<file path="config.mk">
export PLATFORM = sky130hd
export DESIGN_NAME = phase_ctrl
export DESIGN_NICKNAME = d
export VERILOG_FILES = /design/src/openadc_pkg.sv /design/src/phase_ctrl.sv
export SDC_FILE = /design/constraint.sdc
export NUM_CORES = 1
export LEC_CHECK = 0
export ABC_AREA = 1
export BUFFER_PORTS_ARGS = -buffer_cell sky130_fd_sc_hd__buf_2
export CORE_MARGIN = 2
export CORE_UTILIZATION = 44
export DETAILED_ROUTE_END_ITERATION = 10
export GPL_ROUTABILITY_DRIVEN = 0
export PLACE_DENSITY_LB_ADDON = 0.25
export SLEW_MARGIN = 20
export SYNTH_ARGS = -nofsm -noshare
export SYNTH_HDL_FRONTEND = slang
export SYNTH_SLANG_ARGS = --single-unit
</file>
<file path="constraint.sdc">
create_clock -name ftdi_clk -period 1.36 [get_ports ftdi_clk]
set_input_delay 0.136 -clock ftdi_clk [delete_from_list [all_inputs] [get_ports ftdi_clk]]
set_output_delay 0.136 -clock ftdi_clk [all_outputs]
set_load 0.03 [all_outputs]
</file>
<file path="src/openadc_pkg.sv">
`default_nettype none

package openadc_pkg;

	// Bus widths
	localparam int DATA_W  = 8;  // Host byte and ADC FIFO byte
	localparam int ADDR_W  = 6;  // Address field of the command byte
	localparam int WORD_W  = 32; // Sample count, offset, frequency
	localparam int PHASE_W = 9;  // Phase shift value

	// Register map
	localparam logic [ADDR_W-1:0] ADDR_GAIN     = 6'd0;
	localparam logic [ADDR_W-1:0] ADDR_SETTINGS = 6'd1;
	localparam logic [ADDR_W-1:0] ADDR_STATUS   = 6'd2;  // Read only
	localparam logic [ADDR_W-1:0] ADDR_ADCDATA  = 6'd3;  // Stream on read
	localparam logic [ADDR_W-1:0] ADDR_ECHO     = 6'd4;

	// External clock frequency, LSB first, read only
	localparam logic [ADDR_W-1:0] ADDR_EXTFREQ0 = 6'd5;
	localparam logic [ADDR_W-1:0] ADDR_EXTFREQ1 = 6'd6;
	localparam logic [ADDR_W-1:0] ADDR_EXTFREQ2 = 6'd7;
	localparam logic [ADDR_W-1:0] ADDR_EXTFREQ3 = 6'd8;

	localparam logic [ADDR_W-1:0] ADDR_PHASE_LO = 6'd9;
	localparam logic [ADDR_W-1:0] ADDR_PHASE_HI = 6'd10; // Bit 0 phase MSB, bit 1 load/done

	// Samples to capture, LSB first
	localparam logic [ADDR_W-1:0] ADDR_SAMPLES0 = 6'd16;
	localparam logic [ADDR_W-1:0] ADDR_SAMPLES1 = 6'd17;
	localparam logic [ADDR_W-1:0] ADDR_SAMPLES2 = 6'd18;
	localparam logic [ADDR_W-1:0] ADDR_SAMPLES3 = 6'd19;

	// Trigger offset, LSB first
	localparam logic [ADDR_W-1:0] ADDR_OFFSET0  = 6'd26;
	localparam logic [ADDR_W-1:0] ADDR_OFFSET1  = 6'd27;
	localparam logic [ADDR_W-1:0] ADDR_OFFSET2  = 6'd28;
	localparam logic [ADDR_W-1:0] ADDR_OFFSET3  = 6'd29;

	// Bit positions in the settings register
	localparam int SET_RESET     = 0;
	localparam int SET_HILOW     = 1;
	localparam int SET_TRIG_MODE = 2;
	localparam int SET_ARM       = 3;
	localparam int SET_TRIG_WAIT = 5;
	localparam int SET_CLK_SRC   = 6;

	localparam logic [DATA_W-1:0] SYNC_BYTE = 8'hAC; // Leads every ADC stream

	typedef enum logic [2:0] {
		IDLE,
		ADDR,
		DATA_WAIT,
		DATA_WRITE,
		READ_START,
		STREAM_SEND,
		STREAM_FETCH
	} cmd_state_e;

endpackage

`default_nettype wire

</file>
<file path="src/phase_ctrl.sv">
`default_nettype none

module phase_ctrl import openadc_pkg::*; (
	input  wire logic               ftdi_clk,
	input  wire logic               reset,
	input  wire logic               wr_en_i,
	input  wire logic [ADDR_W-1:0]  wr_addr_i,
	input  wire logic [DATA_W-1:0]  wr_data_i,
	input  wire logic [PHASE_W-1:0] phase_i,      // Phase reported by the shifter
	input  wire logic               phase_done_i,
	output logic      [PHASE_W-1:0] phase_o,
	output logic                    phase_ld_o,
	output logic      [DATA_W-1:0]  phase_rd_lo_o,
	output logic      [DATA_W-1:0]  phase_rd_hi_o
);

	logic [PHASE_W-1:0] phase_in;
	logic               phase_done;

	// Outgoing phase value
	always_ff @(posedge ftdi_clk) begin
		if (wr_en_i && (wr_addr_i == ADDR_PHASE_LO)) begin
			phase_o[7:0] <= wr_data_i;
		end
		if (wr_en_i && (wr_addr_i == ADDR_PHASE_HI)) begin
			phase_o[8] <= wr_data_i[0];
		end
	end

	// Load pulse from PHASE_HI bit 1
	always_ff @(posedge ftdi_clk or posedge reset) begin
		if (reset) begin
			phase_ld_o <= 1'b0;
		end else begin
			phase_ld_o <= wr_en_i && (wr_addr_i == ADDR_PHASE_HI) && wr_data_i[1];
		end
	end

	// Returned phase, cleared whenever a new load goes out
	always_ff @(posedge ftdi_clk or posedge reset) begin
		if (reset) begin
			phase_in   <= '0;
			phase_done <= 1'b0;
		end else if (phase_ld_o) begin
			phase_in   <= '0;
			phase_done <= 1'b0;
		end else if (phase_done_i) begin
			phase_in   <= phase_i;
			phase_done <= 1'b1;
		end
	end

	assign phase_rd_lo_o = phase_in[7:0];
	assign phase_rd_hi_o = {6'b0, phase_done, phase_in[8]}; // Status in bit 1

	a_ld_single: assert property (@(posedge ftdi_clk) disable iff (reset)
		phase_ld_o |=> !phase_ld_o);

endmodule

`default_nettype wire

</file>
==> Word-level counts from Yosys, hierarchy flattened <==
Index checks and enable logic that the tools add are counted.
{ "totals": {"register_bits": 20, "output_inout_bits": 26, "elab_cells": 15} }
{ "classes": {"n_eq_ne": 2, "mux": 4, "reduce_logical": 4} }
{ "ops": {"columns": ["op", "count"], "rows": [
  ["$mux W9", 2],
  ["$eq A6 B4 Y1 const B", 2],
  ["$logic_and A1 B1 Y1", 3],
  ["$mux W1", 2],
  ["$reduce_bool A2 Y1", 1]
]} }

==> Logic depth before layout (Yosys ltp) <==
Gate-level depths: netlist of run 1.
{ "depth": {"word_depth": 3, "depth_mapped": 4, "mapped_depth_nobuf": 4} }

==> Worst setup path after synthesis of run 1 <==
No wires, ideal clock.
{ "synth_timing": {"path_kind": "input-to-reg", "from": "input port wr_addr_i[3]", "to": "register phase_o[0] (enable)", "t_arrival_ps": 678, "required_time_ps": 990, "slack_ps": 312, "path_stages": 4, "n_path_buf": 0, "path_cell_list": "inv_1 nor2_1 nand2_1 nor2_1"} }
{ "synth_between": {"elab_chain_cells": 2} }
{ "synth_rtl": {"columns": ["item", "line_no", "text"], "rows": [
  ["from (decl)", "phase_ctrl.sv:7", "input wire logic [ADDR_W-1:0] wr_addr_i,"],
  ["$eq A6 B4 Y1", "phase_ctrl.sv:22", "if (wr_en_i && (wr_addr_i == ADDR_PHASE_LO)) begin"],
  ["$logic_and A1 B1 Y1", "phase_ctrl.sv:22", null],
  ["to (signal assigned)", "phase_ctrl.sv:23", "phase_o[7:0] <= wr_data_i;"],
  ["to (decl)", "phase_ctrl.sv:11", "output logic [PHASE_W-1:0] phase_o,"]
]} }
No other way between the ends.
A chain may end at the register's enable or synchronous reset.

==> Final worst setup path of run 1 <==
{ "layout_timing": {"from": "register phase_ld_o", "to": "output port phase_ld_o"} }
{ "layout_lines": {"columns": ["item", "line_no", "text"], "rows": [
  ["from (decl)", "phase_ctrl.sv:12", "output logic phase_ld_o,"],
  ["from (signal assigned)", "phase_ctrl.sv:35", "phase_ld_o <= wr_en_i && (wr_addr_i == ADDR_PHASE_HI) && wr_data_i[1];"]
]} }
No word-level cell between the ends.

==> run summary, run 1 <==
GRT Resource Usage Total - 13.11%
top cell type's share of synthesized area - 31.56%
Reg2Reg Depth - 3
die footprint - 0.002354 mm2
hpwl dp - 1173 um
endpoints failing setup - 0
Crit. End Element - output pin
max-cap violations - 0
Syn Inst Count - 74
Worst R2R Setup Slack - 0.50 ns
post-CTS resize count - 0
first-pass GRT wire length - 2387 um
status - completed
Overflow after GRT - 0
Seq/Total Area, Yosys - 62.55%
Die Ht - 48.52 um
CP max stage delay - 0.42 ns
clock transition at the registers of the reported paths - 0.11 ns
Initial DRT Pass Iterations - 2
clock sinks - 20
cell chain of the critical path - buf_2
P_leak - 0.5907 nW
via count - 692
Antenna Violating Nets Remaining - 0
fin crit share - 78.54%
CTS Root Cell - clkbuf_4
critical path's slowest cell - dfrtp_1
# H-tree levels - 1
CP bufs+invs - 1
n_diodes - 0
Vias/cell - 4.523
post-layout net count - 154
dominant cell type by area after synthesis - dfrtp_1
critical path depth - 1
Net Sw Frac - 27.22%
largest net degree at the start of global routing - 19
minimum clock period - 1.068 ns
Max Root-Sink Buffers - 2
top post-synthesis cells by area - dfrtp_1 (32%), edfxtp_1 (31%), nand3_2 (11%)
crit start category - flip-flop
clock power share - 23.5%
Mapped Area - 872.1 um2
CTS tree - done
PortBufs - 46
Total Routed Length - 1629 um
Overall Power - 0.001155 W
RSZ-0062 raised after global routing - false
worst reg2reg path endpoint - phase_in[0]
setup_tns - 0 ns
placed cell area - 0.001082 mm2
Layout Utilization - 60.29%
core region area - 0.001922 mm2
cts bufs inserted - 3
CP top delay family - flip-flops
num rows - 16
Peak Freq - 0.9362 GHz
WP data required - 1.22 ns
fin area - 0.001159 mm2
hold crit path type - in2reg
Yosys reg bits - 20
Critical Path Fanout Max - 3
number of DRC violations after detailed-routing iteration 0 - 3
Final Hold Fails - 0
Final Skew - 0.003344 ns
Layout area overhead - 32.86%
Worst R2R Start - phase_ld_o
sequential share of power - 58.3%
DR WL/cell - 10.65 um
initial antenna violation count - 0
IO Pins - 53
clock insertion delay at the later pin of the skew report - 0.29 ns
synth warn - 0
P_int - 0.0008402 W
Synth cell types - 13
fin. max-slew vios - 0
DR DRC count - 0
Power Density - 996.5 mW/mm2
combinational group share of total power - 18.1%
proportion of layout cells with a drive suffix above 1 - 49.21%
initial core utilization - 45.38%
post-synthesis area per instance - 11.78 um2
Crit Path Class - reg2out
WP data arrival - 0.93 ns
die width - 48.52 um
P_sw - 0.0003143 W
Worst Setup EP - phase_ld_o
peak supply drop - 0.0005963 V
vias in the first global route - 602
CP Launch Point - phase_ld_o
-- how the worst min path moves through the flow --
stage                 start           to  slack (ns)  depth (start not counted)
6_report       wr_data_i[6]   phase_o[6]        0.02                          1
5_1_grt        wr_data_i[6]   phase_o[6]      -0.008                          1
4_1_cts        wr_data_i[5]   phase_o[5]       0.008                          1
3_5_place_dp          reset  phase_in[2]        0.15                          2
3_3_place_gp          reset  phase_in[2]        0.15                          2
2_1_floorplan         reset   phase_done       -0.01                          1
-- cells in the mapped netlist --
cell and instances:
nand3_2 10, nor2_1 7, edfxtp_1 9, inv_1 4
inv_4 1, buf_4 8, nor3_1 1, inv_2 1
dfrtp_1 11, conb_1 1, buf_12 1, nand2_1 11
nand3_1 9
-- registers in the layout, indices dropped and copies added, names as in the netlist --
register / cells
phase_ld_o: 1
phase_done: 1
phase_in: 9
phase_o: 9
-- layer usage --
layer | track usage (%) | share of wire [%] | vias up | wire (um)
li1 | - | - | 336 | -
met1 | 14.78 | 39 | 330 | 632
met2 | 23.84 | 57 | 24 | 924
met3 | 0.9259 | 3.1 | 2 | 51
met4 | 8.571 | 1.3 | 0 | 21
met5 | 0 | 0 | - | 0
-- metrics by stage --
step	hold slack, ns	setup slack [ns]	std cells
after floorplan	-0.01156	0.3118	79
after global placement	0.1461	0.4082	144
after detailed placement	0.1490	0.3431	144
after CTS	0.007871	0.2843	149
after global routing	-0.007590	0.2406	153
final	0.01711	0.2918	153
-- cells in the final DEF, fill, tap and decap left out, types with 3 or more instances in the layout --
master / instances
buf_2: 46
clkbuf_4: 3
conb_1: 6
dfrtp_1: 11
dlygate4sd3_1: 5
edfxtp_1: 9
inv_1: 4
nand2_1: 11
nand3_1: 9
nand3_2: 10
nor2_1: 7
-- power groups by stage --
stage	Sequential (W)	Combinational [W]	Clock, W
final	0.000674	0.000209	0.000272
after global routing	0.000677	0.000226	0.000312
after CTS	0.000674	0.000203	0.000282
after detailed placement	0.000687	0.000201	0
after global placement	0.000687	0.000196	0
after floorplan	0.000740	0.0000880	0
-- kinds of logic (layout without fill, tap and decap cells) --
| logic type | after synthesis | in the layout | synth area share (%) |
|---|---|---|---|
| AND/OR/NAND/NOR | 38 | 38 | 24.96 |
| buffers and inverters | 15 | 62 | 12.05 |
| other | 1 | 6 | 0.4300 |
| flip-flops | 20 | 20 | 62.55 |
-- timing repair --
action / 4_1_cts / 5_1_grt
endpoints found under the hold margin: 11 / 4
hold buffers: 1 / 4
setup endpoints to repair: 0 / 0
buffers inserted: 0 / 0
-- area by class of cell --
class	count	area, um2
Sequential cell	20	545.5
Clock inverter	1	3.754
Multi-Input combinational cell	44	240.2
Fill cell	185	763.2
Timing Repair Buffer	52	287.8
Inverter	6	25.02
Clock buffer	3	22.52
Tap cell	27	33.78
Power figures use the tool's default switching activity.
==> run 2: changes to the inputs <==
CORE_UTILIZATION = 41   (was 44)
clock period = 1 ns   (was 1.36 ns; I/O delays follow)
==> run 2 against run 1 <==
Effect of this change:
- global-route usage is 2.5 points higher
- final area rose by 14%
- clock-buffer cell count stayed put
- clock power increased by 36%
- largest cell class unchanged
- largest power group unchanged
- highest routed layer unchanged
==> run summary, run 2 (synthesis gave the netlist of run 1 again) <==
cts bufs inserted - 3
Max Root-Sink Buffers - 2
Power Density - 1247 mW/mm2
Layout area overhead - 51.79%
vias in the first global route - 661
final worst slack - 0.03712 ns
hpwl dp - 1174 um
clock sinks - 20
P_int - 0.001207 W
CP max stage delay - 0.41 ns
CP bufs+invs - 1
n_diodes - 0
Worst R2R Setup Slack - 0.08 ns
RSZ-0062 raised after global routing - true
via count - 739
crit start category - flip-flop
die footprint - 0.002512 mm2
DR DRC count - 0
Die Ht - 50.12 um
CTS tree - done
combinational group share of total power - 22.2%
commonest non-fill, non-tap cells in the layout - buf_2 (37), buf_4 (15), nand2_1 (11), nand3_2 (10), dfrtp_1 (10)
initial core utilization - 44.00%
die width - 50.12 um
minimum clock period - 0.9629 ns
WP data required - 0.90 ns
P_sw - 0.0004437 W
Initial DRT Pass Iterations - 4
sequential share of power - 55.3%
fin. max-slew vios - 0
post-layout net count - 168
core region area - 0.001982 mm2
Antenna Violating Nets Remaining - 0
pre-CTS setup slack - 0.07681 ns
fin cells - 167
hold crit path type - in2reg
initial antenna violation count - 0
DR WL/cell - 10.63 um
clock insertion delay at the later pin of the skew report - 0.29 ns
largest net degree at the start of global routing - 19
Placed Cells - 144
Crit Path Class - reg2out
Fin Hold WS - 0.03428 ns
GRT Resource Usage Total - 15.62%
proportion of layout cells with a drive suffix above 1 - 52.86%
# H-tree levels - 1
PortBufs - 46
endpoints failing setup - 0
placed cell area - 0.001086 mm2
status - completed
Final Hold Fails - 0
fin crit share - 96.29%
number of DRC violations after detailed-routing iteration 0 - 11
Vias/cell - 4.425
critical path's slowest cell - edfxtp_1
clock transition at the registers of the reported paths - 0.11 ns
Critical Path Fanout Max - 1
Total Routed Length - 1776 um
P_leak - 0.6705 nW
CP top delay family - flip-flops
Crit. End Element - output pin
peak supply drop - 0.0008040 V
largest registers - phase_in (9), phase_o (9)
Peak Freq - 1.039 GHz
WP data arrival - 0.86 ns
max-cap violations - 0
Overflow after GRT - 0
cell chain of the critical path - buf_6
num rows - 16
CTS Root Cell - clkbuf_4
IO Pins - 53
clock power share - 22.5%
Final Skew - 0.001372 ns
Net Sw Frac - 26.88%
setup_tns - 0 ns
fin area - 0.001324 mm2
commonest non-fill, non-tap cell in the layout - buf_2
first-pass GRT wire length - 2863 um
==> run 2: cell types whose count changed in the layout (fill, tap and decap cells not counted) <==
cell           before  now
dlygate4sd3_1       5    9
nor2_1              7    6
buf_4               1   15
dfrtp_1            11   10
dfrtp_2             0    1
inv_8               0    1
nor2_2              0    1
inv_4               1    0
buf_2              46   37
buf_6               0    5
==> run 2: metal layers <==
metal / global-route usage (%) / up-vias / share of wire, %
met5: 0 / - / 0
met4: 8.333 / 0 / 1.5
met3: 3.030 / 2 / 6.4
met2: 27.63 / 39 / 56
met1: 17.38 / 336 / 36
li1: - / 362 / -
==> run 2: power by group through the flow <==
stage | Clock [W] | Combinational (W) | Sequential (W)
after floorplan | 0 | 0.000120 | 0.00101
after global placement | 0 | 0.000267 | 0.000933
after detailed placement | 0 | 0.000272 | 0.000935
after CTS | 0.000393 | 0.000302 | 0.000918
after global routing | 0.000428 | 0.000396 | 0.000917
final | 0.000371 | 0.000366 | 0.000913
==> run 2: cell type report <==
cell class	instances	area [um2]
clock inverters	1	3.754
clock buffers	3	22.52
fillers	159	658.1
inverters	6	30.03
multi-input cells	44	242.7
repair buffers	66	444.2
flip-flops and latches	20	546.8
well taps	27	33.78
==> run 2: final timing paths <==
check                           depth (start not counted)  startpoint          end
max in group asynchronous                               3       reset   phase_ld_o
worst max register to register                          4  phase_ld_o  phase_in[7]
min in group asynchronous                               3       reset  phase_in[3]
worst max-delay path                                    1  phase_o[0]   phase_o[0]
worst min register to register                          2  phase_done   phase_done
worst min-delay path                                    3  phase_i[6]  phase_in[6]
==> run 2: worst register-to-register path, cell delays in order (launching register included) <==
cell and delay [ns]:
dfrtp_2 0.42, buf_4 0.16, inv_8 0.11, nand3_1 0.09, nand2_1 0.08
==> run 2: repair_timing <==
action                                  in CTS  in global routing
gates cloned                                 0                  0
hold endpoints to repair                    20                  0
endpoints found under the setup margin       2                 22
setup buffers                                1                  9
hold buffers                                 9                  0
gates resized for setup                      2                 21
==> run 2: stage by stage <==
step	power [W]	util (%)
6_report	0.001651	66.79
5_1_grt	0.001741	66.79
4_1_cts	0.001613	61.30
3_5_place_dp	0.001207	54.80
3_3_place_gp	0.001200	54.80
2_1_floorplan	0.001127	-
