## src/openadc_pkg.sv

```systemverilog
`default_nettype none

package openadc_pkg;

	// Bus widths
	localparam int DATA_W  = 8;  // Host byte and ADC FIFO byte
	localparam int ADDR_W  = 6;  // Address field of the command byte
	localparam int WORD_W  = 32; // Sample count, offset, frequency
	localparam int PHASE_W = 9;  // Phase shift value

	// Register map
	localparam logic [ADDR_W-1:0] ADDR_GAIN     = 6'd0;
	localparam logic [ADDR_W-1:0] ADDR_SETTINGS = 6'd1;
	localparam logic [ADDR_W-1:0] ADDR_STATUS   = 6'd2;  // Read only
	localparam logic [ADDR_W-1:0] ADDR_ADCDATA  = 6'd3;  // Stream on read
	localparam logic [ADDR_W-1:0] ADDR_ECHO     = 6'd4;

	// External clock frequency, LSB first, read only
	localparam logic [ADDR_W-1:0] ADDR_EXTFREQ0 = 6'd5;
	localparam logic [ADDR_W-1:0] ADDR_EXTFREQ1 = 6'd6;
	localparam logic [ADDR_W-1:0] ADDR_EXTFREQ2 = 6'd7;
	localparam logic [ADDR_W-1:0] ADDR_EXTFREQ3 = 6'd8;

	localparam logic [ADDR_W-1:0] ADDR_PHASE_LO = 6'd9;
	localparam logic [ADDR_W-1:0] ADDR_PHASE_HI = 6'd10; // Bit 0 phase MSB, bit 1 load/done

	// Samples to capture, LSB first
	localparam logic [ADDR_W-1:0] ADDR_SAMPLES0 = 6'd16;
	localparam logic [ADDR_W-1:0] ADDR_SAMPLES1 = 6'd17;
	localparam logic [ADDR_W-1:0] ADDR_SAMPLES2 = 6'd18;
	localparam logic [ADDR_W-1:0] ADDR_SAMPLES3 = 6'd19;

	// Trigger offset, LSB first
	localparam logic [ADDR_W-1:0] ADDR_OFFSET0  = 6'd26;
	localparam logic [ADDR_W-1:0] ADDR_OFFSET1  = 6'd27;
	localparam logic [ADDR_W-1:0] ADDR_OFFSET2  = 6'd28;
	localparam logic [ADDR_W-1:0] ADDR_OFFSET3  = 6'd29;

	// Bit positions in the settings register
	localparam int SET_RESET     = 0;
	localparam int SET_HILOW     = 1;
	localparam int SET_TRIG_MODE = 2;
	localparam int SET_ARM       = 3;
	localparam int SET_TRIG_WAIT = 5;
	localparam int SET_CLK_SRC   = 6;

	localparam logic [DATA_W-1:0] SYNC_BYTE = 8'hAC; // Leads every ADC stream

	typedef enum logic [2:0] {
		IDLE,
		ADDR,
		DATA_WAIT,
		DATA_WRITE,
		READ_START,
		STREAM_SEND,
		STREAM_FETCH
	} cmd_state_e;

endpackage

`default_nettype wire

```

## src/cmd_fsm.sv

```systemverilog
`default_nettype none

module cmd_fsm import openadc_pkg::*; (
	input  wire logic              ftdi_clk,
	input  wire logic              reset,
	// Host FIFO
	input  wire logic              rxf_i,
	input  wire logic              txe_i,
	input  wire logic [DATA_W-1:0] din_i,
	output logic                   rd_o,
	output logic                   wr_o,
	output logic                   isout_o,
	output logic      [DATA_W-1:0] dout_o,
	// ADC FIFO, first word fall through
	input  wire logic              fifo_empty_i,
	input  wire logic [DATA_W-1:0] fifo_data_i,
	output logic                   fifo_rd_en_o,
	// Register write port
	output logic                   wr_en_o,
	output logic      [ADDR_W-1:0] wr_addr_o,
	output logic      [DATA_W-1:0] wr_data_o,
	// Register read port
	output logic      [ADDR_W-1:0] rd_addr_o,
	output logic                   rd_strobe_o,
	input  wire logic [DATA_W-1:0] rd_data_i,
	input  wire logic              rd_valid_addr_i
);

	cmd_state_e        state;
	logic [ADDR_W-1:0] addr_q; // Address field of the current command

	// Write strobe lives for the DATA_WRITE cycle only
	assign wr_en_o   = (state == DATA_WRITE);
	assign wr_addr_o = addr_q;
	assign wr_data_o = din_i; // Data byte popped in DATA_WAIT

	assign rd_addr_o   = addr_q;
	assign rd_strobe_o = (state == READ_START);

	always_ff @(posedge ftdi_clk or posedge reset) begin
		if (reset) begin
			state        <= IDLE;
			rd_o         <= 1'b0;
			wr_o         <= 1'b0;
			isout_o      <= 1'b0;
			fifo_rd_en_o <= 1'b0;
		end else begin
			// Strobes are single cycle unless set below
			rd_o         <= 1'b0;
			wr_o         <= 1'b0;
			fifo_rd_en_o <= 1'b0;
			case (state)
				IDLE: begin
					isout_o <= 1'b0; // Ends the reply after its last wr_o
					if (rxf_i) begin
						rd_o  <= 1'b1; // Pop the command byte
						state <= ADDR;
					end
				end

				ADDR: begin
					if (din_i[7]) begin
						if (din_i[6]) begin
							state <= DATA_WAIT; // Write, data byte follows
						end else begin
							isout_o <= 1'b1;
							state   <= READ_START;
						end
					end else begin
						state <= IDLE; // Not a command, drop it
					end
				end

				DATA_WAIT: begin
					if (rxf_i) begin
						rd_o  <= 1'b1; // Pop the data byte
						state <= DATA_WRITE;
					end
				end

				DATA_WRITE: begin
					state <= IDLE; // Register takes din_i on this edge
				end

				READ_START: begin
					if (addr_q == ADDR_ADCDATA) begin
						state <= STREAM_SEND;
					end else begin
						wr_o  <= rd_valid_addr_i; // No reply for unmapped addresses
						state <= IDLE;
					end
				end

				STREAM_SEND: begin
					if (txe_i) begin
						wr_o <= 1'b1; // Push byte held in dout_o
						if (!fifo_empty_i) begin
							fifo_rd_en_o <= 1'b1;
							state        <= STREAM_FETCH;
						end else begin
							state <= IDLE; // FIFO drained, stream done
						end
					end
				end

				STREAM_FETCH: begin
					state <= STREAM_SEND;
				end

				default: begin
					isout_o <= 1'b0;
					state   <= IDLE;
				end
			endcase
		end
	end

	// Command address and reply byte
	always_ff @(posedge ftdi_clk) begin
		if (state == ADDR) begin
			addr_q <= din_i[ADDR_W-1:0];
		end
		if (state == READ_START) begin
			if (addr_q == ADDR_ADCDATA) begin
				dout_o <= SYNC_BYTE;
			end else begin
				dout_o <= rd_data_i;
			end
		end else if (state == STREAM_FETCH) begin
			dout_o <= fifo_data_i; // Byte consumed by fifo_rd_en_o this cycle
		end
	end

	// Half duplex host port: never pop and push at once
	a_rd_wr_excl: assert property (@(posedge ftdi_clk) disable iff (reset)
		!(rd_o && wr_o));

	// Every pushed byte belongs to a read reply
	a_wr_isout: assert property (@(posedge ftdi_clk) disable iff (reset)
		wr_o |-> isout_o);

endmodule

`default_nettype wire

```

## config.mk

```make
export PLATFORM = sky130hd
export DESIGN_NAME = cmd_fsm
export DESIGN_NICKNAME = d
export VERILOG_FILES = /design/src/openadc_pkg.sv /design/src/cmd_fsm.sv
export SDC_FILE = /design/constraint.sdc
export NUM_CORES = 1
export LEC_CHECK = 0
export BUFFER_PORTS_ARGS = -buffer_cell sky130_fd_sc_hd__buf_2
export CAP_MARGIN = 0
export CORE_UTILIZATION = 32
export DETAILED_ROUTE_END_ITERATION = 6
export PLACE_DENSITY = 0.63
export SLEW_MARGIN = 0
export SYNTH_ARGS = -nofsm -noshare
export SYNTH_HDL_FRONTEND = slang
export SYNTH_SLANG_ARGS = --single-unit
```

## constraint.sdc

```tcl
create_clock -name ftdi_clk -period 2.8 [get_ports ftdi_clk]
set_clock_uncertainty 0.1 [all_clocks]
set_input_delay 0.14 -clock ftdi_clk [delete_from_list [all_inputs] [get_ports ftdi_clk]]
set_output_delay 0.14 -clock ftdi_clk [all_outputs]
set_load 0.01 [all_outputs]
```

After elaboration in Yosys (flattened, before gate mapping)

Cells that the tools add are included.

Word-level logic and storage cells: 48
Bits in registers: 21
Bits of input ports: 30
Output and inout bits: 34

Equality and inequality tests: 12
Muxes and demuxes: 22
Reductions and logical operators: 6
Bitwise operators: 1

Operators by type and width:

| cell               | count |
|---|---|
| $mux 8             | 3 |
| $mux 3             | 7 |
| $pmux 3 s6         | 1 |
| $ne 2x2->1 const B | 5 |
| $eq 3x3->1 const B | 3 |
| $mux 1             | 9 |
| $eq 3x2->1 const B | 2 |
| $eq 6x2->1 const B | 1 |
| $reduce_and 3->1   | 2 |
| $reduce_or 5->1    | 1 |
| $pmux 1 s2         | 2 |
| $eq 3x1->1 const B | 1 |
| $logic_not 3->1    | 1 |
| $reduce_bool 2->1  | 1 |
| $reduce_or 2->1    | 1 |
| $not 1->1          | 1 |

Logic depth before layout (Yosys ltp)

Gate-level depths: netlist of the first run.

Depth in word-level cells: 4
Mapped depth: 6
Mapped depth without buffers: 4

Worst setup path after synthesis of the first run

Ideal clock, no wire load.

Kind: register to register
From: reg state[2]
To: reg dout_o[0], enable pin
Required time: 2330 ps
Cell stages (with the launch flop): 4
Arrival: 1084 ps
Setup time: 370 ps
Path buffers: 1
Clock period less this slack: 1554 ps
Path slack: 1246 ps
Cells stage by stage: dfrtp_1 -> clkbuf_1 -> inv_1 -> nor2_1

Cells in the longest elaborated chain, start to end: 2
Elaborated cells on any way between the ends: 3
Classes of those cells: eq/ne: 2; reduce/logical: 1

RTL lines:

| what                                 | line                           | source |
|---|---|---|
| start, declared                      | cmd_fsm.sv:29                  | `cmd_state_e state;` |
| start signal, assigned               | cmd_fsm.sv:42                  | `state <= IDLE;` |
| start signal, assigned               | cmd_fsm.sv:57                  | `state <= ADDR;` |
| start signal, assigned               | cmd_fsm.sv:64                  | `state <= DATA_WAIT;` |
| $eq 3x3->1, on equally long branches | cmd_fsm.sv:123, cmd_fsm.sv:129 |  |
| $reduce_bool 2->1 (no line) (*)      | n/a                            |  |
| end signal, assigned                 | cmd_fsm.sv:127                 | `dout_o <= rd_data_i;` |
| end signal, assigned                 | cmd_fsm.sv:130                 | `dout_o <= fifo_data_i;` |
| end, declared                        | cmd_fsm.sv:13                  | `output logic [DATA_W-1:0] dout_o,` |

Every way passes the cells marked *; elsewhere a longest branch is shown, timed or not.
A chain may end at the register's enable or synchronous reset.

Worst setup path after layout of the first run

From: reg state[0]
To: out rd_strobe_o

Cells in the longest elaborated chain, start to end: 1

RTL lines:

| what          | line          | source |
|---|---|---|
| $eq 3x3->1    | cmd_fsm.sv:38 | `assign rd_strobe_o = (state == READ_START);` |
| end, declared | cmd_fsm.sv:24 | `output logic rd_strobe_o,` |

No other way between the ends.

==> results of run 1 <==
-- routing by layer --
| metal | up-vias | wire length [um] | global-route usage, % |
|---|---|---|---|
| met2 | 57 | 1103 | 21.89 |
| met3 | 2 | 236 | 2.731 |
| met4 | 0 | 13 | 4.870 |
| met5 | - | 0 | 0 |
| met1 | 406 | 1035 | 15.07 |
| li1 | 468 | - | - |
-- power groups by stage --
stage	sequential [uW]	combinational, uW	clock (uW)
6_report	464	277	144
5_1_grt	475	304	162
4_1_cts	464	281	151
3_5_place_dp	471	272	0
3_3_place_gp	467	268	0
2_1_floorplan	457	216	0
-- worst max-delay path: cells and delay by family (launching register included) --
| family | cells | cell delay, ns |
|---|---|---|
| AND/OR/NAND/NOR | 1 | 0.64 |
| flip-flops | 1 | 0.57 |
| buffers and inverters | 2 | 0.26 |
-- per-stage QoR --
| step | power, uW | cell area (sq um) | setup slack [ns] | std cells | hold slack (ns) |
|---|---|---|---|---|---|
| floorplan | 673.1 | 1120 | 1.246 | 107 | -0.1566 |
| global placement | 735.0 | 1353 | 1.047 | 197 | -0.007554 |
| detailed placement | 743.2 | 1353 | 0.9792 | 197 | -0.006341 |
| CTS | 895.5 | 1449 | 0.7768 | 208 | 0.004243 |
| global route | 941.4 | 1449 | 0.6929 | 208 | 0.01046 |
| finish | 884.2 | 1449 | 0.7914 | 208 | 0.008751 |
-- final timing paths --
path	slack (ns)	depth (start not counted)	from	endpoint
min	0.009	2	txe_i	fifo_rd_en_o
min in group asynchronous	0.20	3	reset	state[0]
min reg2reg	0.46	2	isout_o	isout_o
max in group asynchronous	2.18	3	reset	state[2]
max reg2reg	0.97	2	state[0]	rd_addr_o[1]
max	0.79	3	state[0]	rd_strobe_o
-- sequential cells by signal, indices dropped and copies added, names as in the netlist --
signal	cells
dout_o	8
fifo_rd_en_o	1
isout_o	1
rd_addr_o	6
rd_o	1
state	3
wr_o	1
-- timing repair --
item,4_1_cts,5_1_grt
hold endpoints to repair,13,0
setup buffers,0,0
hold buffers,7,0
gates resized for setup,0,0
-- placed cells by master (no fill, tap or decap), types with 2 or more instances in the layout --
master          n
a21oi_1         7
nor2b_1         5
inv_1           3
o21ai_1         3
a211oi_1        2
nor3b_1         3
edfxtp_1       14
nor2_1         10
o32ai_1         2
nor3_1          2
nand2_1        14
dlygate4sd3_1   7
buf_2          63
dfrtp_1         7
clkbuf_4        3
and2_1          3
-- kinds of logic after synthesis --
group | after synthesis
and+or+nand+nor | 42
DFF | 21
buffers and inverters | 23
AOI/OAI and AO/OA | 21
-- cell type report --
cell class | instances | area, sq um
Clock buffer | 4 | 26.28
Fill cell | 342 | 1888
Inverter | 4 | 27.53
Multi-Input combinational cell | 63 | 356.6
Sequential cell | 21 | 595.6
Tap cell | 46 | 57.56
Timing Repair Buffer | 70 | 385.4
-- cells in the mapped netlist, types with 2 or more instances --
master and n:
nand2_1 14, inv_1 3, o32ai_1 2, buf_6 2, o21ai_1 3, nor2b_1 5, nor2_1 10, edfxtp_1 14
a211oi_1 2, buf_4 14, dfrtp_1 7, nor3_1 2, a21oi_1 7, and2_1 3, clkbuf_1 2, nor3b_1 3
==> summary.md, run 1 <==
| Metric | Value |
|---|---|
| Drt first-iter violations | 40 |
| Post-layout util | a little over two fifths |
| Crit end category | output pin |
| # rows | 21 |
| Synth Area in Simple Gates | between 10% and 20% |
| CP max-delay cell | or3b_1 |
| Via density per instance | ~4.5 |
| Drt first pass iters | 4 |
| P_leak | 0.0006631 uW |
| Status | complete, no violations |
| Detailed-route via count | 933 |
| CTS HTree Levels | 1 |
| Antenna fix cells | 0 |
| Maximum vdd drop | 0.2718 mV |
| Rel. slew slack | 56.70% |
| Power share of the clock group | 16.2% |
| ANT nets after route | 0 |
| Core Region | ~3300 sq um |
| Power per cell area | slightly above 600 nW/um^2 |
| CP Class | reg2out |
| DR WL/cell | around 11 um |
| Final worst-path cycle share | a little under three quarters |
| Combinational family with the most area after synthesis | simple AND/OR/NAND/NOR gates |
| Fin. max-slew vios | 0 |
| Worst path cell trace | or3b_1 > clkinv_8 > buf_2 |
| Ys async rst share | between 30% and 40% |
| Max Root-Sink Buffers | 2 |
| Cells after Synth | approximately 110 |
| Sequential share of power | a little over half |
| Die area | between 3000 and 4000 sq um |
| DRC violations left | 0 |
| GP Congestion | 0.8128 |
| IO Pins | 64 |
| Arrival time at the worst endpoint | approximately 1.8 ns |
| Post-synth cell types | 30 |
| Adder-Cell Fraction of Synth Area | 0% |
| Clock transition at path regs | approximately 0.12 ns |
| RSZ-0062 raised after global routing | no |
| Flop and latch count out of synthesis | 21 |
| Area delta synth->final | 29.39% |
| TNS Setup | 0 ns |
| Hold Path Class | in2reg |
| Number of global-route vias before repair | approximately 770 |
| Startpoint types | flip-flop |
| Buffers on Ports | 63 |
| GRT Residual Overflow | 0 |
| Detailed-route wire length | between 2000 and 2500 um |
| Overall Global Routing Usage | between 10% and 20% |
| Syn nets | 137 |
| Root Driver | clkbuf_4 |
| Total CTS buffers | 3 |
| Syn_area_per_cell | 10.47 sq um |
| Post-DP HPWL | about 1800 um |
| Int Pwr | roughly 580 uW |
| Post-synth EDFFs | 14 |
| CP max stage delay | 0.64 ns |
| Post-Syn Area | 1120 sq um |
| CTS tree | built |
| Post-synthesis sequential area ratio | approximately 53% |
| F_max | 497.9 MHz |
| Complex-gate fraction of the synthesized area | approximately 12% |
| Post-route minimum period | ~2.0 ns |
| Synth area leader | edfxtp_1 |
| Worst-Margin Slew | about 0.65 ns |
| Initial antenna violation count | 0 |
| Largest net degree at the start of global routing | 19 |
| Final setup vio count | 0 |
| First-pass GRT wire length | around 3400 um |
| Nets | just under 200 |
| Worst-Skew Late Latency | ~0.30 ns |
| Synth Area in XOR/XNOR | 0% |
| Starting Density | 33.56% |
| Yosys warning total | 0 |
| Max Cap Viol | 0 |
| Mux cell area share after synthesis | 0% |
| CTS sink cnt | 21 |
| Sw Share | around 34% |
| Top post-synthesis cells by area | edfxtp_1 38%, dfrtp_1 16%, buf_4 9.4%, nand2_1 4.7%, nor2_1 3.4% |
| Worst Path Required | between 2 and 3 ns |
| Die Y | around 61 um |
| Final Hold Fails | 0 |
| Die W | ~60 um |
| Synth top area share | 37.54% |
| P_sw | approximately 300 uW |
| Comb power frac | between 30 and 40% |
| Dominant synthesized flop cell | edfxtp_1 |
| Critical Path Fanout Max | 18 |
| Share of layout cells above drive strength 1 | ~43% |
(Power assumes the default switching activity.)
==> run 2: changes to the inputs <==
--- a/config.mk
+++ b/config.mk
@@ -5,11 +5,12 @@
 export SDC_FILE = /design/constraint.sdc
 export NUM_CORES = 1
 export LEC_CHECK = 0
+export ABC_AREA = 1
 export BUFFER_PORTS_ARGS = -buffer_cell sky130_fd_sc_hd__buf_2
 export CAP_MARGIN = 0
 export CORE_UTILIZATION = 32
 export DETAILED_ROUTE_END_ITERATION = 6
-export PLACE_DENSITY = 0.63
+export PLACE_DENSITY = 0.64
 export SLEW_MARGIN = 0
 export SYNTH_ARGS = -nofsm -noshare
 export SYNTH_HDL_FRONTEND = slang
==> constraint.sdc (replaced) <==
create_clock -name ftdi_clk -period 2 [get_ports ftdi_clk]
set_clock_uncertainty 0.1 [all_clocks]
set_input_delay 0.1 -clock ftdi_clk [delete_from_list [all_inputs] [get_ports ftdi_clk]]
set_output_delay 0.1 -clock ftdi_clk [all_outputs]
set_load 0.01 [all_outputs]
==> run 2 against run 1 <==
  * The run now ends with hold timing left
  * Combinational power up 120%
  * Highest routed layer unchanged
  * Clock power is 39% higher
  * Register-to-register slack worse by 0.83 ns
  * Synthesized area decreased by 5.7%
  * Largest power group unchanged
  * Sequential power up 55%
  * Final cell count grew 10%
  * Critical path type is now reg2reg
  * Core utilization grew 5.6 points
  * Die area fell by 5.5%
  * Synthesized cell count grew 7.5%
==> summary.md, run 2 <==
| Metric | Value |
|---|---|
| Post-CTS Resized | 0 |
| Top post-synthesis cells by area | edfxtp_1 40%, dfrtp_1 17%, buf_4 11%, nor2_1 9.2%, nand2_1 7.1% |
| Drt first-iter violations | 31 |
| Startpoint types | flip-flop |
| CTS tree | built |
| CTS HTree Levels | 1 |
| Post-place instance area | 1314 sq um |
| CP Class | reg2reg |
| Worst path cell trace | nand3_1 > nor2_1 > inv_1 > nor2_1 > dlygate4sd3_1 |
| Final setup vio count | 0 |
| Maximum vdd drop | roughly 0.43 mV |
| Largest register FFs | 8 |
| WL met1 | roughly 1000 um |
| Critical Path Fanout Max | 10 |
| Total CTS buffers | 3 |
| RSZ-0062 raised after global routing | no |
| GP Congestion | ~0.85 |
| Die Y | between 50 and 60 um |
| Total power | 1530 uW |
| Post-DP HPWL | roughly 1900 um |
| Final Hold Fails | 2 |
| Post-route minimum period | approximately 1.9 ns |
| Post-synthesis sequential area ratio | roughly 56% |
| Most common cell after layout, fill and taps aside | buf_2 |
| Top cells by count, synth | 26 x nor2_1, 20 x nand2_1, 15 x buf_4 |
| Count leader, synth | nor2_1 |
| First-pass GRT wire length | 3581 um |
| Synth area leader | edfxtp_1 |
| Arrival time at the worst endpoint | approximately 2 ns |
| Detailed-route wire length | roughly 2500 um |
| Syn_area_per_cell | ~9.2 sq um |
| Worst-Margin Slew | ~0.65 ns |
| Post-synth cell types | 15 |
| IO Pins | 64 |
| Max Cap Viol | 0 |
| Power per cell area | ~1000 nW/um^2 |
| Ys async rst share | about a third |
| Top sig layer | met4 |
| Number of global-route vias before repair | about 880 |
| Met2 wire length | about 1300 um |
| Flop and latch count out of synthesis | 21 |
| Crit-path most repeated cell | nor2_1 |
| Fin. max-slew vios | 0 |
| Via density per instance | roughly 4.3 |
| Clock transition at path regs | 0.11 ns |
| Die area | ~3500 sq um |
| Die W | 59.45 um |
| Root Driver | clkbuf_4 |
| Rel. slew slack | 56.54% |
| P_leak | between 0.0007 and 0.0008 uW |
| Post-synth EDFFs | 14 |
| CTS sink cnt | 21 |
| Met3 Routed Length | 180 um |
| Most frequent cells in the layout | 63 x buf_2, 26 x nor2_1, 20 x nand2_1 |
| Detailed-route via count | 985 |
| Worst-Skew Late Latency | 0.30 ns |
| TNS Setup | 0 ns |
| Antenna fix cells | 0 |
| DRC violations left | 0 |
| Largest net degree at the start of global routing | 12 |
| Yosys warning total | 0 |
| Synth top area share | roughly 40% |
| Hold Path Class | in2reg |
| Area delta synth->final | 43.96% |
| Drt first pass iters | 4 |
| # rows | 20 |
| Starting Density | roughly a third |
| DR WL/cell | around 11 um |
| Post-Syn Area | about 1100 sq um |
| Overall Global Routing Usage | between 10% and 20% |
| GRT Residual Overflow | 0 |
| Initial antenna violation count | 0 |
| Worst Path Required | between 2 and 2.5 ns |
| F_max | 537.4 MHz |
| Nets | roughly 220 |
| Status | finished with violations |
| Failing checks | hold timing |
| Core Region | 3103 sq um |
| Syn nets | about 150 |
| Dominant synthesized flop cell | edfxtp_1 |
| Fin Hold WS | -0.004498 ns |
| Cells after Synth | around 120 |
| Cell count after placement | approximately 210 |
| Register name with the most flops | dout_o |
| Final worst-path cycle share | between 90% and 100% |
| Share of layout cells above drive strength 1 | a little under two fifths |
| ANT nets after route | 0 |
| Design area | roughly 1500 sq um |
| Post-route insts no fill | around 230 |
| Crit end category | flip-flop |
| Max Root-Sink Buffers | 2 |
| CP max stage delay | between 0.5 and 0.6 ns |
| Post-layout util | between 40% and 50% |
| Buffers on Ports | 63 |
| CP max-delay cell | dfrtp_1 |
## run 2: cell count changes after synthesis, moves of 3 or more
cell     before  now
nor2_1       10   26
inv_1         3   12
nand3_1       0    8
a21oi_1       7    0
nand2_1      14   20
nor2b_1       5    0
o21ai_0       1    5
and2_1        3    0
nor3b_1       3    0
## run 2: path summary, 6_finish.rpt
check / slack, ns / startpoint / cells past startpoint / end
max: 0.14 / state[0] / 5 / fifo_rd_en_o
min: -0.004 / fifo_data_i[6] / 3 / dout_o[6]
max reg2reg: 0.14 / state[0] / 5 / fifo_rd_en_o
min reg2reg: 0.52 / isout_o / 2 / isout_o
max in group asynchronous: 1.44 / reset / 3 / state[0]
min in group asynchronous: 0.15 / reset / 3 / wr_o
## run 2: through the flow
| step | hold WS, ns | setup slack [ns] |
|---|---|---|
| after global placement | -0.06119 | 0.5043 |
| after global routing | 0.004678 | 0.03982 |
| after detailed placement | -0.05378 | 0.4442 |
| after floorplan | -0.1966 | 0.6315 |
| after CTS | 0.0008551 | 0.1360 |
| final | -0.004498 | 0.1391 |
## run 2: cell families (layout without fill, tap and decap cells)
group           count (synthesis)  in the layout  synth area share, %
simple gates                   58             58                24.29
buf+inv                        28             98                15.28
flops                          21             21                56.40
compound gates                  8              8                4.028
## run 2: cell type report
cell class	instances	area [sq um]
inverters	13	48.80
multi-input cells	66	299.0
fillers	320	1583
flip-flops and latches	21	595.6
repair buffers	81	495.5
clock buffers	4	26.28
well taps	44	55.05
## run 2: metal layers
layer	track usage, %	vias to the layer above
met2	26.48	38
met1	14.92	454
li1	-	491
met4	6.122	0
met3	2.402	2
met5	0	-
## run 2: timing repair
item | 4_1_cts | 5_1_grt
hold endpoints to repair | 23 | 1
buffers inserted | 0 | 0
hold buffers | 17 | 1
## run 2: worst max-delay path: cells and delay by family, from the launching register on
family        cells  cell delay (ns)
buf+inv           2             0.64
flops             1             0.59
simple gates      3             0.48
## run 2: report_power, final
part	switching (uW)	leakage, uW	internal, uW	total (uW)
logic	374	0.000537	236	610
clock network	122	0.0000150	77.7	200
registers	104	0.000222	617	720
==> run 3: changes to the inputs <==
--- a/config.mk
+++ b/config.mk
@@ -10,6 +10,7 @@
 export CAP_MARGIN = 0
 export CORE_UTILIZATION = 32
 export DETAILED_ROUTE_END_ITERATION = 6
+export MAX_ROUTING_LAYER = met4
 export PLACE_DENSITY = 0.64
 export SLEW_MARGIN = 0
 export SYNTH_ARGS = -nofsm -noshare
==> run 3 against run 2 <==
  * The flow still finishes with violations (hold timing)
  * Largest cell class unchanged
  * Register-to-register slack about the same
  * Critical endpoint unchanged
  * Cell area unchanged
  * Hold slack about the same
==> summary.md, run 3 (same netlist as run 2, synthesis figures left out) <==
| Metric | Value |
|---|---|
| Overall Global Routing Usage | 14.39% |
| DR WL/cell | 10.74 um |
| Post-route minimum period | roughly 1.9 ns |
| Critical Path Fanout Max | 10 |
| TNS Setup | 0 ns |
| Total CTS buffers | 3 |
| Clock transition at path regs | around 0.11 ns |
| Post-place instance area | ~1300 sq um |
| CP Class | reg2reg |
| Total power | between 1500 and 2000 uW |
| Die Y | roughly 59 um |
| Worst-Margin Slew | roughly 0.65 ns |
| Final Hold Fails | 2 |
| Number of global-route vias before repair | between 800 and 900 |
| Max Cap Viol | 0 |
| Starting Density | between 30% and 40% |
| Via density per instance | around 4.3 |
| Design area | between 1500 and 2000 sq um |
| Area delta synth->final | 43.96% |
| Hold Path Class | in2reg |
| Register name with the most flops | dout_o |
| Worst-Skew Late Latency | approximately 0.30 ns |
| Fin. max-slew vios | 0 |
| F_max | between 500 and 600 MHz |
| Path length in cells of the critical path | 5 |
| CTS HTree Levels | 1 |
| Die W | just under 60 um |
| Root Driver | clkbuf_4 |
| CTS tree | built |
| Final setup vio count | 0 |
| Detailed-route wire length | between 2000 and 2500 um |
| Most frequent cells in the layout | 63 x buf_2, 26 x nor2_1, 20 x nand2_1 |
| Initial antenna violation count | 0 |
| Drt first-iter violations | 31 |
| CTS sink cnt | 21 |
| DRC violations left | 0 |
| Largest register FFs | 8 |
| Buffers on Ports | 63 |
| Share of layout cells above drive strength 1 | between 30% and 40% |
| ANT nets after route | 0 |
| Fill cells | 320 |
| Maximum vdd drop | between 0.4 and 0.5 mV |
| Drt first pass iters | 4 |
| Arrival time at the worst endpoint | around 2.0 ns |
| Antenna fix cells | 0 |
| Crit end category | flip-flop |
| First-pass GRT wire length | 3581 um |
| GP Congestion | around 0.86 |
| Area of the multi-input gates | 299.0 sq um |
| Worst hold path depth | 3 |
| Worst path cell trace | nand3_1 > nor2_1 > inv_1 > nor2_1 > dlygate4sd3_1 |
| CP bufs+invs | 2 |
| Die area | around 3500 sq um |
| Failing checks | hold timing |
| Power per cell area | a little over 1000 nW/um^2 |
| CP top delay family | buffers and inverters |
| Core Region | a little over 3000 sq um |
| Detailed-route via count | 985 |
| Register Area | about 600 sq um |
| Max Root-Sink Buffers | 2 |
| Postcts setup bufs | 0 |
| Worst Path Required | around 2.2 ns |
| Most common cell after layout, fill and taps aside | buf_2 |
| Post-DP HPWL | 1852 um |
| Rel. slew slack | a little under three fifths |
| Final worst-path cycle share | between 90% and 100% |
| Status | finished with violations |
| CP max-delay cell | dfrtp_1 |
| Post-CTS Resized | 0 |
| Startpoint types | flip-flop |
| Largest net degree at the start of global routing | 12 |
| Fin Hold WS | -0.004498 ns |
| GRT Residual Overflow | 0 |
| P_leak | about 0.00077 uW |
| IO Pins | 64 |
| Crit-path most repeated cell | nor2_1 |
| Nets | between 200 and 250 |
| RSZ-0062 raised after global routing | no |
| R2r worst-path depth | 5 |
| # rows | 20 |
| CP max stage delay | between 0.5 and 0.6 ns |
## run 3: cell counts in the layout (fill, tap and decap cells not counted)
No cell type changed its count.
## run 3: path summary, 6_finish.rpt
| kind | start | endpoint | slack (ns) |
|---|---|---|---|
| worst max-delay path | state[0] | fifo_rd_en_o | 0.14 |
| worst min-delay path | fifo_data_i[6] | dout_o[6] | -0.004 |
| worst max register to register | state[0] | fifo_rd_en_o | 0.14 |
| worst min register to register | isout_o | isout_o | 0.52 |
| max in group asynchronous | reset | state[0] | 1.44 |
| min in group asynchronous | reset | wr_o | 0.15 |
## run 3: final cells by class
class                      count  share of cell area [%]
sequential                    21                   39.18
timing repair buffer          81                   32.59
multi-input combinational     66                   19.67
tap                           44                   3.621
inverter                      13                   3.210
clock buffer                   4                   1.728
## run 3: where the power goes
| group | internal [uW] | switching, uW | total, uW |
|---|---|---|---|
| logic | 236 | 374 | 610 |
| clock network | 77.7 | 122 | 200 |
| registers | 617 | 104 | 720 |
## run 3: repair_timing
item                                    in CTS  in global routing
hold endpoints to repair                    23                  1
endpoints found under the setup margin       0                  0
hold buffers                                17                  1
## run 3: layer usage
layer | vias up | share of wire [%] | track usage (%)
met5 | - | 0 | -
met1 | 454 | 40 | 15.06
met4 | 0 | 1.1 | 6.122
met3 | 2 | 6.9 | 2.183
li1 | 491 | - | -
met2 | 38 | 52 | 26.48
## run 3: tightest hold or removal path, delay by kind of cell
family          cells  cell delay, ns
simple gates        1            0.06
buf+inv             1            0.07
compound gates      1            0.06
## run 3: through the flow
stage,instances,worst slack (ns),utilization [%]
6_report,229,0.1392,48.99
5_1_grt,229,0.03982,48.99
4_1_cts,228,0.1360,48.67
3_5_place_dp,207,0.4442,42.34
3_3_place_gp,207,0.5043,42.34
2_1_floorplan,115,0.6315,-
